File: src/hdl/mipsConsts.svh
// widths, register count and PC constants of the multicycle MIPS core, included by packages and RTL
`ifndef MIPS_CONSTS_SVH
`define MIPS_CONSTS_SVH

// ------------------------------
// datapath widths
// ------------------------------
`define WORD_W    32   // data and address
`define OPCODE_W  6
`define FUNCT_W   6
`define SHAMT_W   5    // also the shift range of the ALU
`define IMM_W     16

// ------------------------------
// controller widths
// ------------------------------
`define STATE_W   4    // 13 states
`define SEL_W     2    // mux selects and ALU op class

// register file
`define REG_CNT   32

// program counter
`define RESET_PC  32'h0000_0000
`define PC_STEP   4    // one word per instruction

`endif

File: src/hdl/isaPkg.sv
// instruction-set types of the MIPS subset, shared by controller, datapath and testbench
package isaPkg;

`include "mipsConsts.svh"

   typedef logic [`WORD_W-1:0] word_t;                  // data and addresses
   typedef logic [$clog2(`REG_CNT)-1:0] regIdx_t;       // rs, rt, rd fields

   // instr[31:26], standard MIPS encodings
   typedef enum logic [`OPCODE_W-1:0]
   {
      OP_RTYPE = 6'b000000,
      OP_J     = 6'b000010,
      OP_BEQ   = 6'b000100,
      OP_BNE   = 6'b000101,
      OP_ADDI  = 6'b001000,
      OP_ANDI  = 6'b001100,
      OP_LW    = 6'b100011,
      OP_SW    = 6'b101011
   } opcode_e;

   // instr[5:0] of R-type
   typedef enum logic [`FUNCT_W-1:0]
   {
      F_SLL = 6'b000000,
      F_SRL = 6'b000010,
      F_ADD = 6'b100000,
      F_SUB = 6'b100010,
      F_OR  = 6'b100101
   } funct_e;

endpackage

File: src/hdl/ctrlPkg.sv
// controller types of the multicycle MIPS core: FSM states, ALU op class and mux selects
package ctrlPkg;

`include "mipsConsts.svh"

   typedef enum logic [`STATE_W-1:0]
   {
      FETCH, DECODE,
      MEMADR, LWRD, LWWR, SWWR,          // memory path
      RTYPEEX, ALUWR, ADDIEX, ANDIEX,    // ALU path, shared write back
      BEQEX, BNEEX, JEX                  // control flow
   } ctrlState_e;

   // OP_FUNCT hands the choice to the funct field
   typedef enum logic [`SEL_W-1:0] {OP_ADD, OP_SUB, OP_AND, OP_FUNCT} aluOp_e;

   // ------------------------------
   // mux selects
   // ------------------------------
   typedef enum logic [`SEL_W-1:0] {A_PC, A_REG, A_SHAMT} srcA_e;

   typedef enum logic [`SEL_W-1:0] {B_REG, B_FOUR, B_SIGNIMM, B_BRANCHOFS} srcB_e;

   typedef enum logic [`SEL_W-1:0] {PC_ALU, PC_ALUOUT, PC_JUMP} pcSrc_e;

   typedef enum logic {DST_RT, DST_RD} regDst_e;

endpackage

File: src/hdl/ctrlIf.sv
// control levels from the FSM to the datapath, with opcode and zero flag coming back
`timescale 1ns/1ns

interface ctrlIf;
   import isaPkg::*;
   import ctrlPkg::*;

   logic    irWrite;
   logic    pcEn;
   logic    iOrD;        // memory address from ALU-out instead of PC
   srcA_e   aluSrcA;
   srcB_e   aluSrcB;
   aluOp_e  aluOp;
   pcSrc_e  pcSource;
   regDst_e regDst;
   logic    memToReg;    // write back from MDR
   logic    regWrite;

   opcode_e opcode;      // from the instruction register
   logic    zero;

   modport ctrl (output irWrite, pcEn, iOrD, aluSrcA, aluSrcB, aluOp, pcSource,
                 regDst, memToReg, regWrite,
                 input  opcode, zero);

   modport path (input  irWrite, pcEn, iOrD, aluSrcA, aluSrcB, aluOp, pcSource,
                 regDst, memToReg, regWrite,
                 output opcode, zero);

endinterface

File: src/hdl/mainControl.sv
// multicycle FSM of the MIPS core, decodes state and opcode into control levels and PC enable
`timescale 1ns/1ns

module mainControl
(
   input logic clk,
   input logic reset,
   ctrlIf.ctrl ctrl,
   output logic memRead,
   output logic memWrite
);
   import isaPkg::*;
   import ctrlPkg::*;

   ctrlState_e state;
   ctrlState_e nextState;
   logic       pcWrite;     // unconditional
   logic       branchEq;
   logic       branchNe;

   always_ff @(posedge clk)
   begin
      if (reset)
         state <= FETCH;
      else
         state <= nextState;
   end

   // ------------------------------
   // next state
   // ------------------------------
   always_comb
   begin
      nextState = FETCH;
      case (state)
         FETCH:   nextState = DECODE;
         DECODE:
         begin
            case (ctrl.opcode)
               OP_LW, OP_SW: nextState = MEMADR;
               OP_RTYPE:     nextState = RTYPEEX;
               OP_ADDI:      nextState = ADDIEX;
               OP_ANDI:      nextState = ANDIEX;
               OP_BEQ:       nextState = BEQEX;
               OP_BNE:       nextState = BNEEX;
               OP_J:         nextState = JEX;
               default:      nextState = FETCH;   // unsupported opcode skipped
            endcase
         end
         MEMADR:  nextState = (ctrl.opcode == OP_LW) ? LWRD : SWWR;
         LWRD:    nextState = LWWR;
         RTYPEEX, ADDIEX, ANDIEX: nextState = ALUWR;
         default: nextState = FETCH;   // LWWR, SWWR, ALUWR and branches end here
      endcase
   end

   // ------------------------------
   // output decode
   // ------------------------------
   always_comb
   begin
      memRead       = 1'b0;
      memWrite      = 1'b0;
      ctrl.irWrite  = 1'b0;
      ctrl.iOrD     = 1'b0;
      ctrl.aluSrcA  = A_PC;
      ctrl.aluSrcB  = B_REG;
      ctrl.aluOp    = OP_ADD;
      ctrl.pcSource = PC_ALU;
      ctrl.regDst   = DST_RT;
      ctrl.memToReg = 1'b0;
      ctrl.regWrite = 1'b0;
      pcWrite       = 1'b0;
      branchEq      = 1'b0;
      branchNe      = 1'b0;
      case (state)
         FETCH:
         begin
            memRead      = 1'b1;
            ctrl.irWrite = 1'b1;
            ctrl.aluSrcB = B_FOUR;   // pc + 4 straight into the PC
            pcWrite      = 1'b1;
         end
         DECODE:  ctrl.aluSrcB = B_BRANCHOFS;   // branch target lands in ALU-out
         MEMADR:
         begin
            ctrl.aluSrcA = A_REG;
            ctrl.aluSrcB = B_SIGNIMM;
         end
         LWRD:
         begin
            memRead   = 1'b1;
            ctrl.iOrD = 1'b1;
         end
         LWWR:
         begin
            ctrl.regWrite = 1'b1;
            ctrl.memToReg = 1'b1;
         end
         SWWR:
         begin
            memWrite  = 1'b1;
            ctrl.iOrD = 1'b1;
         end
         RTYPEEX:
         begin
            ctrl.aluSrcA = A_SHAMT;   // rs + shamt, one of them is zero
            ctrl.aluOp   = OP_FUNCT;
         end
         ADDIEX, ANDIEX:
         begin
            ctrl.aluSrcA = A_REG;
            ctrl.aluSrcB = B_SIGNIMM;
            ctrl.aluOp   = (state == ANDIEX) ? OP_AND : OP_ADD;
         end
         ALUWR:
         begin
            ctrl.regWrite = 1'b1;
            ctrl.regDst   = (ctrl.opcode == OP_RTYPE) ? DST_RD : DST_RT;
         end
         BEQEX, BNEEX:
         begin
            ctrl.aluSrcA  = A_REG;
            ctrl.aluOp    = OP_SUB;      // compare rs with rt
            ctrl.pcSource = PC_ALUOUT;
            branchEq      = (state == BEQEX);
            branchNe      = (state == BNEEX);
         end
         JEX:
         begin
            ctrl.pcSource = PC_JUMP;
            pcWrite       = 1'b1;
         end
         default: ;
      endcase
   end

   assign ctrl.pcEn = pcWrite | (branchEq & ctrl.zero) | (branchNe & ~ctrl.zero);

   // single memory port
   memPortExclusive: assert property (@(posedge clk) disable iff (reset)
      !(memRead && memWrite))
      else $error("memRead and memWrite high together in state %s", state.name());

endmodule

File: src/hdl/regFile.sv
// 32-entry register file with two combinational reads and one clocked write, r0 reads zero
`timescale 1ns/1ns

module regFile
(
   input logic clk,
   input logic regWrite,
   input isaPkg::regIdx_t readAddr1,
   input isaPkg::regIdx_t readAddr2,
   input isaPkg::regIdx_t writeAddr,
   input isaPkg::word_t writeValue,
   output isaPkg::word_t readValue1,
   output isaPkg::word_t readValue2
);
   import isaPkg::*;

`include "mipsConsts.svh"

   word_t regs [`REG_CNT];

   always_ff @(posedge clk)
   begin
      if (regWrite)
         regs[writeAddr] <= writeValue;   // r0 may be written, never read
   end

   // register 0 hardwired to zero
   assign readValue1 = (readAddr1 == '0) ? '0 : regs[readAddr1];
   assign readValue2 = (readAddr2 == '0) ? '0 : regs[readAddr2];

endmodule

File: src/hdl/aluUnit.sv
// ALU of the MIPS core, resolves the operation from the controller's op class and the funct field
`timescale 1ns/1ns

module aluUnit
(
   input isaPkg::word_t srcA,
   input isaPkg::word_t srcB,
   input ctrlPkg::aluOp_e aluOp,
   input isaPkg::funct_e funct,
   output isaPkg::word_t result,
   output logic zero
);
   import isaPkg::*;
   import ctrlPkg::*;

`include "mipsConsts.svh"

   logic [`SHAMT_W-1:0] shift;

   assign shift = srcA[`SHAMT_W-1:0];

   always_comb
   begin
      case (aluOp)
         OP_ADD: result = srcA + srcB;
         OP_SUB: result = srcA - srcB;
         OP_AND: result = srcA & srcB;
         OP_FUNCT:
         begin
            case (funct)
               F_ADD:   result = srcA + srcB;
               F_SUB:   result = srcA - srcB;
               F_OR:    result = srcA | srcB;
               F_SLL:   result = srcB << shift;   // rt moved by shamt
               F_SRL:   result = srcB >> shift;
               default: result = '0;
            endcase
         end
         default: result = '0;
      endcase
   end

   assign zero = (result == '0);   // branch compare

   // only flag funct when the FSM actually uses it
   always_comb
   begin
      if (aluOp == OP_FUNCT)
      begin
         unsupportedFunct: assert final (funct inside {F_ADD, F_SUB, F_OR, F_SLL, F_SRL})
            else $error("R-type funct %b not supported", funct);
      end
   end

endmodule

File: src/hdl/dataPath.sv
// datapath of the multicycle MIPS core: PC, IR, MDR, A/B/ALU-out registers, muxes, regs and ALU
`timescale 1ns/1ns

module dataPath
(
   input logic clk,
   input logic reset,
   ctrlIf.path ctrl,
   input isaPkg::word_t memData,
   output isaPkg::word_t adr,
   output isaPkg::word_t writeData
);
   import isaPkg::*;
   import ctrlPkg::*;

`include "mipsConsts.svh"

   word_t   pc, nextPc, instr, memDataReg;
   word_t   regA, regB, aluOut, aluResult;
   word_t   srcA, srcB, signImm, zeroImm, jumpTarget;
   word_t   readValue1, readValue2, writeValue;
   regIdx_t writeAddr;
   funct_e  funct;
   logic    aluZero;

   // ------------------------------
   // instruction fields
   // ------------------------------
   regIdx_t             rs, rt, rd;
   logic [`SHAMT_W-1:0] shamt;
   logic [`IMM_W-1:0]   imm;

   assign rs    = instr[25:21];
   assign rt    = instr[20:16];
   assign rd    = instr[15:11];
   assign shamt = instr[10:6];
   assign imm   = instr[`IMM_W-1:0];
   assign funct = funct_e'(instr[`FUNCT_W-1:0]);

   assign ctrl.opcode = opcode_e'(instr[`WORD_W-1 -: `OPCODE_W]);
   assign ctrl.zero   = aluZero;

   assign signImm    = {{(`WORD_W - `IMM_W){imm[`IMM_W-1]}}, imm};
   assign zeroImm    = {{(`WORD_W - `IMM_W){1'b0}}, imm};   // logical immediate of ANDI
   assign jumpTarget = {pc[`WORD_W-1 -: 4], instr[`WORD_W-7:0], 2'b00};   // pc already + 4

   always_ff @(posedge clk)
   begin
      if (reset)
         pc <= `RESET_PC;
      else if (ctrl.pcEn)
         pc <= nextPc;
   end

   always_ff @(posedge clk)
   begin
      if (ctrl.irWrite)
         instr <= memData;
   end

   // loaded every cycle, the FSM only samples them where valid
   always_ff @(posedge clk)
   begin
      memDataReg <= memData;
      regA       <= readValue1;
      regB       <= readValue2;
      aluOut     <= aluResult;
   end

   // ------------------------------
   // multiplexers
   // ------------------------------
   always_comb
   begin
      case (ctrl.aluSrcA)
         A_REG:   srcA = regA;
         A_SHAMT: srcA = regA + word_t'(shamt);   // rs is zero for shifts
         default: srcA = pc;
      endcase
      case (ctrl.aluSrcB)
         B_FOUR:      srcB = word_t'(`PC_STEP);
         B_SIGNIMM:   srcB = (ctrl.opcode == OP_ANDI) ? zeroImm : signImm;
         B_BRANCHOFS: srcB = signImm << 2;   // word offset
         default:     srcB = regB;
      endcase
      case (ctrl.pcSource)
         PC_ALUOUT: nextPc = aluOut;
         PC_JUMP:   nextPc = jumpTarget;
         default:   nextPc = aluResult;
      endcase
   end

   assign adr        = ctrl.iOrD ? aluOut : pc;
   assign writeData  = regB;   // rt value for SW
   assign writeAddr  = (ctrl.regDst == DST_RD) ? rd : rt;
   assign writeValue = ctrl.memToReg ? memDataReg : aluOut;

   regFile regs0
   (
      .clk(clk),
      .regWrite(ctrl.regWrite),
      .readAddr1(rs),
      .readAddr2(rt),
      .writeAddr(writeAddr),
      .writeValue(writeValue),
      .readValue1(readValue1),
      .readValue2(readValue2)
   );

   aluUnit alu0
   (
      .srcA(srcA),
      .srcB(srcB),
      .aluOp(ctrl.aluOp),
      .funct(funct),
      .result(aluResult),
      .zero(aluZero)
   );

   // branch offsets and jump targets keep word alignment
   pcAligned: assert property (@(posedge clk) disable iff (reset) pc[1:0] == 2'b00)
      else $error("PC %h not word aligned", pc);

endmodule

File: src/hdl/mipsCore.sv
// top level of the multicycle MIPS core, joins the FSM and the datapath to one memory port
`timescale 1ns/1ns

module mipsCore
(
   input logic clk,
   input logic reset,
   input isaPkg::word_t memData,     // combinational read at adr
   output logic memRead,
   output logic memWrite,
   output isaPkg::word_t adr,
   output isaPkg::word_t writeData
);

   ctrlIf ctrlBus ();

   mainControl control0
   (
      .clk(clk),
      .reset(reset),
      .ctrl(ctrlBus.ctrl),
      .memRead(memRead),
      .memWrite(memWrite)
   );

   dataPath path0
   (
      .clk(clk),
      .reset(reset),
      .ctrl(ctrlBus.path),
      .memData(memData),
      .adr(adr),
      .writeData(writeData)
   );

endmodule

File: config.mk
export PLATFORM = sky130hd
export DESIGN_NAME = mipsCore
export DESIGN_NICKNAME = d
export VERILOG_FILES = /design/src/hdl/isaPkg.sv /design/src/hdl/ctrlPkg.sv /design/src/hdl/ctrlIf.sv /design/src/hdl/mainControl.sv /design/src/hdl/regFile.sv /design/src/hdl/aluUnit.sv /design/src/hdl/dataPath.sv /design/src/hdl/mipsCore.sv
export VERILOG_INCLUDE_DIRS = /design/src /design/src/hdl
export SDC_FILE = /design/constraint.sdc
export NUM_CORES = 2
export LEC_CHECK = 0
export BUFFER_PORTS_ARGS = -buffer_cell sky130_fd_sc_hd__buf_2
export CORE_MARGIN = 2
export CORE_UTILIZATION = 32
export DETAILED_ROUTE_END_ITERATION = 6
export PLACE_DENSITY = 0.46
export SETUP_SLACK_MARGIN = 0.2
export SYNTH_ARGS = -nofsm -noshare
export SYNTH_HDL_FRONTEND = slang
export SYNTH_SLANG_ARGS = --single-unit
File: constraint.sdc
create_clock -name clk -period 7.4 [get_ports clk]
set_clock_uncertainty 0.1 [all_clocks]
set_input_delay 0.74 -clock clk [delete_from_list [all_inputs] [get_ports clk]]
set_output_delay 0.74 -clock clk [all_outputs]
set_load 0.02 [all_outputs]
==> summary.txt <==
Floorplanning
  – Num ports: 100
  – Die Span X: roughly 460 um
  – Row count: between 150 and 200
  – Starting density of the core: 0.323
  – CORE AREA: 205000 um^2
  – Die height: approximately 460 um
  – Die Area: around 210000 um^2

Finish
  – Nets: 5191
  – Area delta synth->final: 17.7%
  – Final core occ: 0.379
  – Finished Cell Area: slightly below 80000 um^2
  – Share of cells above drive strength 1: 0.325

Clocking
  – CTS H-Tree Depth: 3
  – CTS clk-pin slew, worst paths: ~0.06 ns
  – CTS Sinks: 1220
  – CTS root buffer: clkbuf_16
  – CTS tree: done
  – Skew-Pair Late Insertion Delay: between 0.7 and 0.8 ns
  – CTS Buffer Depth: 3
  – Total CTS buffers: 120

Synthesis
  – Seq/Total Area, Yosys: 0.529
  – Post-synthesis adder-cell area fraction: 0.0208
  – Primary FF master, synth: edfxtp_1
  – Synthesis Warnings: 0
  – Complex-gate fraction of the synthesized area: 0.117
  – Synth Area in XOR/XNOR: 0.00636
  – Post-synthesis simple-gate area fraction: 0.0658
  – Seq cells post-synth: around 1200
  – Post-Syn Area: 66100 um^2
  – Mux cell area share after synthesis: 0.232
  – Post-synth EDFFs: about 1100
  – Avg Synthesized Cell Area: roughly 14 um^2
  – Post-synth cell types: 106
  – Ys async rst share: 0
  – Post-Syn Nets: 4806
  – Main combinational cell family by area after synthesis: multiplexers
  – Gate Count Post-Synth: 4664

Pwr
  – PwrDens: 260 nW/um^2
  – Worst VDD drop: 0.207 mV
  – Pleak: 26.3 nW

Critical path
  – Critical path origin: path0.instr[8]
  – Worst R2R Start: path0.instr[8]
  – Slowest CP cell: a2111oi_4
  – Crit Path Class: flop to flop
  – CP Data Arrival Time: 7.55 ns
  – CP dominant cell by count: buf_4
  – Crit path max fanout: 5
  – CP Capture Type: flop
  – Worst path top cell family by delay: compound AO/OA/AOI/OAI gates
  – Worst path bufs/invs: 5
  – Worst setup SP type: flop
  – Slowest stage delay, CP: between 0.4 and 0.5 ns
  – Critical Path RT: 7.94 ns

Routing
  – Vias per Instance: around 6.1
  – Initial DRC count: roughly 6000
  – Via count: about 48000
  – WL final: about 280 mm
  – Residual DRC: 0
  – Post-route ant nets: 0
  – Initial DRT Pass Iterations: 6
  – Avg WL per Cell: around 36 um

Placed design
  – Port Buffer Count: 99
  – Dpl ws: -0.291 ns
  – Area post-placement: 72800 um^2
  – Gpl congestion: between 0.9 and 1
  – Final HPWL DP: ~190 mm

Global route
  – All-Layer GR Usage: 0.261
  – Grt total ovfl: 0
  – Largest net degree at the start of global routing: between 90 and 100
  – Vias in the first global route: 47650
  – Global-route wire length before repair: 386 mm
  – Initial antenna violation count: 20

STA
  – RSZ-0062 raised after global routing: no
  – Tmin final: approximately 7 ns
  – Final Max Tran Viols: 0
  – Slew @ Worst Pin: between 1 and 1.5 ns
  – Max_slew headroom: 0.184
  – Hold Fails Final Rpt: 0
  – Final WS setup: approximately 0.39 ns
  – Crit share post-route: 0.947
  – Final-report setup violation count: 0
  – Max Freq: around 140 MHz

Run
  – Max-Cap Viols: 0

Hold path
  – Min-Delay Path Class: input port to flop
  – Hold path start: memData[9]

Outcome
  – Status: finished, final reports clean
## state kept, by name, summed over array words and instances (netlist names)
name,flops
path0.memDataReg,32
path0.regA,32
control0.state,4
path0.instr,32
path0.writeData,32
path0.pc,32
path0.regs0.regs,1024
path0.aluOut,32
## cell usage after synthesis, types with 12 or more instances
cell | count | area, um^2
nand2b_1 | 38 | 238
o221ai_1 | 50 | 438
and3_1 | 24 | 150
dfxtp_1 | 164 | 3280
a211o_1 | 18 | 158
o21ai_0 | 167 | 836
a21o_1 | 22 | 165
nand2_1 | 187 | 702
nor2b_1 | 29 | 181
a2111oi_0 | 17 | 149
nor4_1 | 30 | 188
a221oi_1 | 68 | 596
nand3_1 | 125 | 626
and2_1 | 21 | 131
buf_2 | 43 | 215
xnor2_1 | 36 | 315
mux2_2 | 128 | 1440
ha_1 | 105 | 1310
mux4_2 | 543 | 12200
buf_1 | 68 | 255
a211oi_1 | 61 | 458
xor2_1 | 12 | 105
a221o_1 | 41 | 410
edfxtp_1 | 1056 | 31700
mux2i_1 | 162 | 1620
o21bai_1 | 17 | 128
a31oi_1 | 44 | 275
a32oi_1 | 17 | 149
a21oi_1 | 180 | 901
nand4_1 | 38 | 238
o211ai_1 | 76 | 571
o31ai_1 | 17 | 128
nor3_1 | 57 | 285
inv_1 | 107 | 402
clkbuf_1 | 254 | 953
o22ai_1 | 58 | 363
o21a_1 | 13 | 97.6
or3_1 | 12 | 75.1
a22o_1 | 12 | 105
nor2_1 | 272 | 1020
a22oi_1 | 25 | 188
## worst register-to-register path: cells and delay by family, from the launching register on
kind | cells | cell delay, ns
compound gates | 11 | 2.65
simple gates | 8 | 1.53
buf+inv | 5 | 0.86
fa+ha+maj | 2 | 0.68
mux | 2 | 0.68
flops | 1 | 0.41
## cells by family after synthesis
logic type / Yosys count
AND/OR/NAND/NOR: 896
multiplexers: 835
buffers and inverters: 488
XOR/XNOR: 48
AO/OA/AOI/OAI: 1069
adder cells (fa/ha/maj): 108
flip-flops: 1220
## through the flow
stage / hold WS [ns] / power [mW] / setup TNS, ns / instances
after global placement: 0.374 / 13.9 / -3.26 / 7579
final: 0.0462 / 20.2 / 0 / 7850
after global routing: 0.0262 / 20.9 / 0 / 7844
after CTS: 0.00286 / 20.1 / 0 / 7828
after detailed placement: 0.386 / 13.9 / -7.31 / 7579
after floorplan: 0.344 / 11.3 / 0 / 4664
## cell usage in the layout (no fill, tap or decap), types with 123 or more instances in the layout
master,count
dfxtp_1,161
mux2_2,123
o21ai_0,143
nand2_1,185
mux4_2,543
nor2_1,230
mux2i_1,162
edfxtp_1,1056
a21oi_1,167
buf_4,499
clkbuf_16,127
## path summary, 6_finish.rpt
check | to | slack (ns) | cells after the start
worst max-delay path | path0.pc[18] | 0.39 | 28
worst max register to register | path0.pc[18] | 0.39 | 28
worst min register to register | path0.pc[12] | 0.40 | 2
worst min-delay path | path0.memDataReg[9] | 0.05 | 1
## layout make-up
cell class                 count  area, um^2
antenna                        7        17.5
clock buffer                 151        3280
clock inverter                77         638
fill                       19274      127000
inverter                     114         435
multi-input combinational   2956       30300
sequential                  1220       35000
tap                         2688        3360
timing repair buffer         637        4820
## layer usage
layer / global-route usage / vias up / wire (um)
met3: 0.0330 / 519 / 18100
met5: 0 / - / 52
met2: 0.430 / 2181 / 134000
met1: 0.345 / 25397 / 114000
met4: 0.116 / 10 / 13900
li1: - / 20016 / -
## power breakdown
group | internal, mW | leakage [nW] | switching (mW) | total, mW
clock | 3.42 | 1.91 | 2.75 | 6.16
combinational | 2.03 | 13.4 | 3.47 | 5.50
sequential | 8.13 | 11.0 | 0.437 | 8.57
total | 13.6 | 26.3 | 6.65 | 20.2
## timing repair
action,4_1_cts,5_1_grt
pin swaps,2,50
endpoints found under the setup margin,32,32
resized for setup,28,145
gates cloned,0,1
setup buffers,4,14
endpoints found under the hold margin,19,0
hold buffers,17,0
Power figures use the tool's default switching activity.
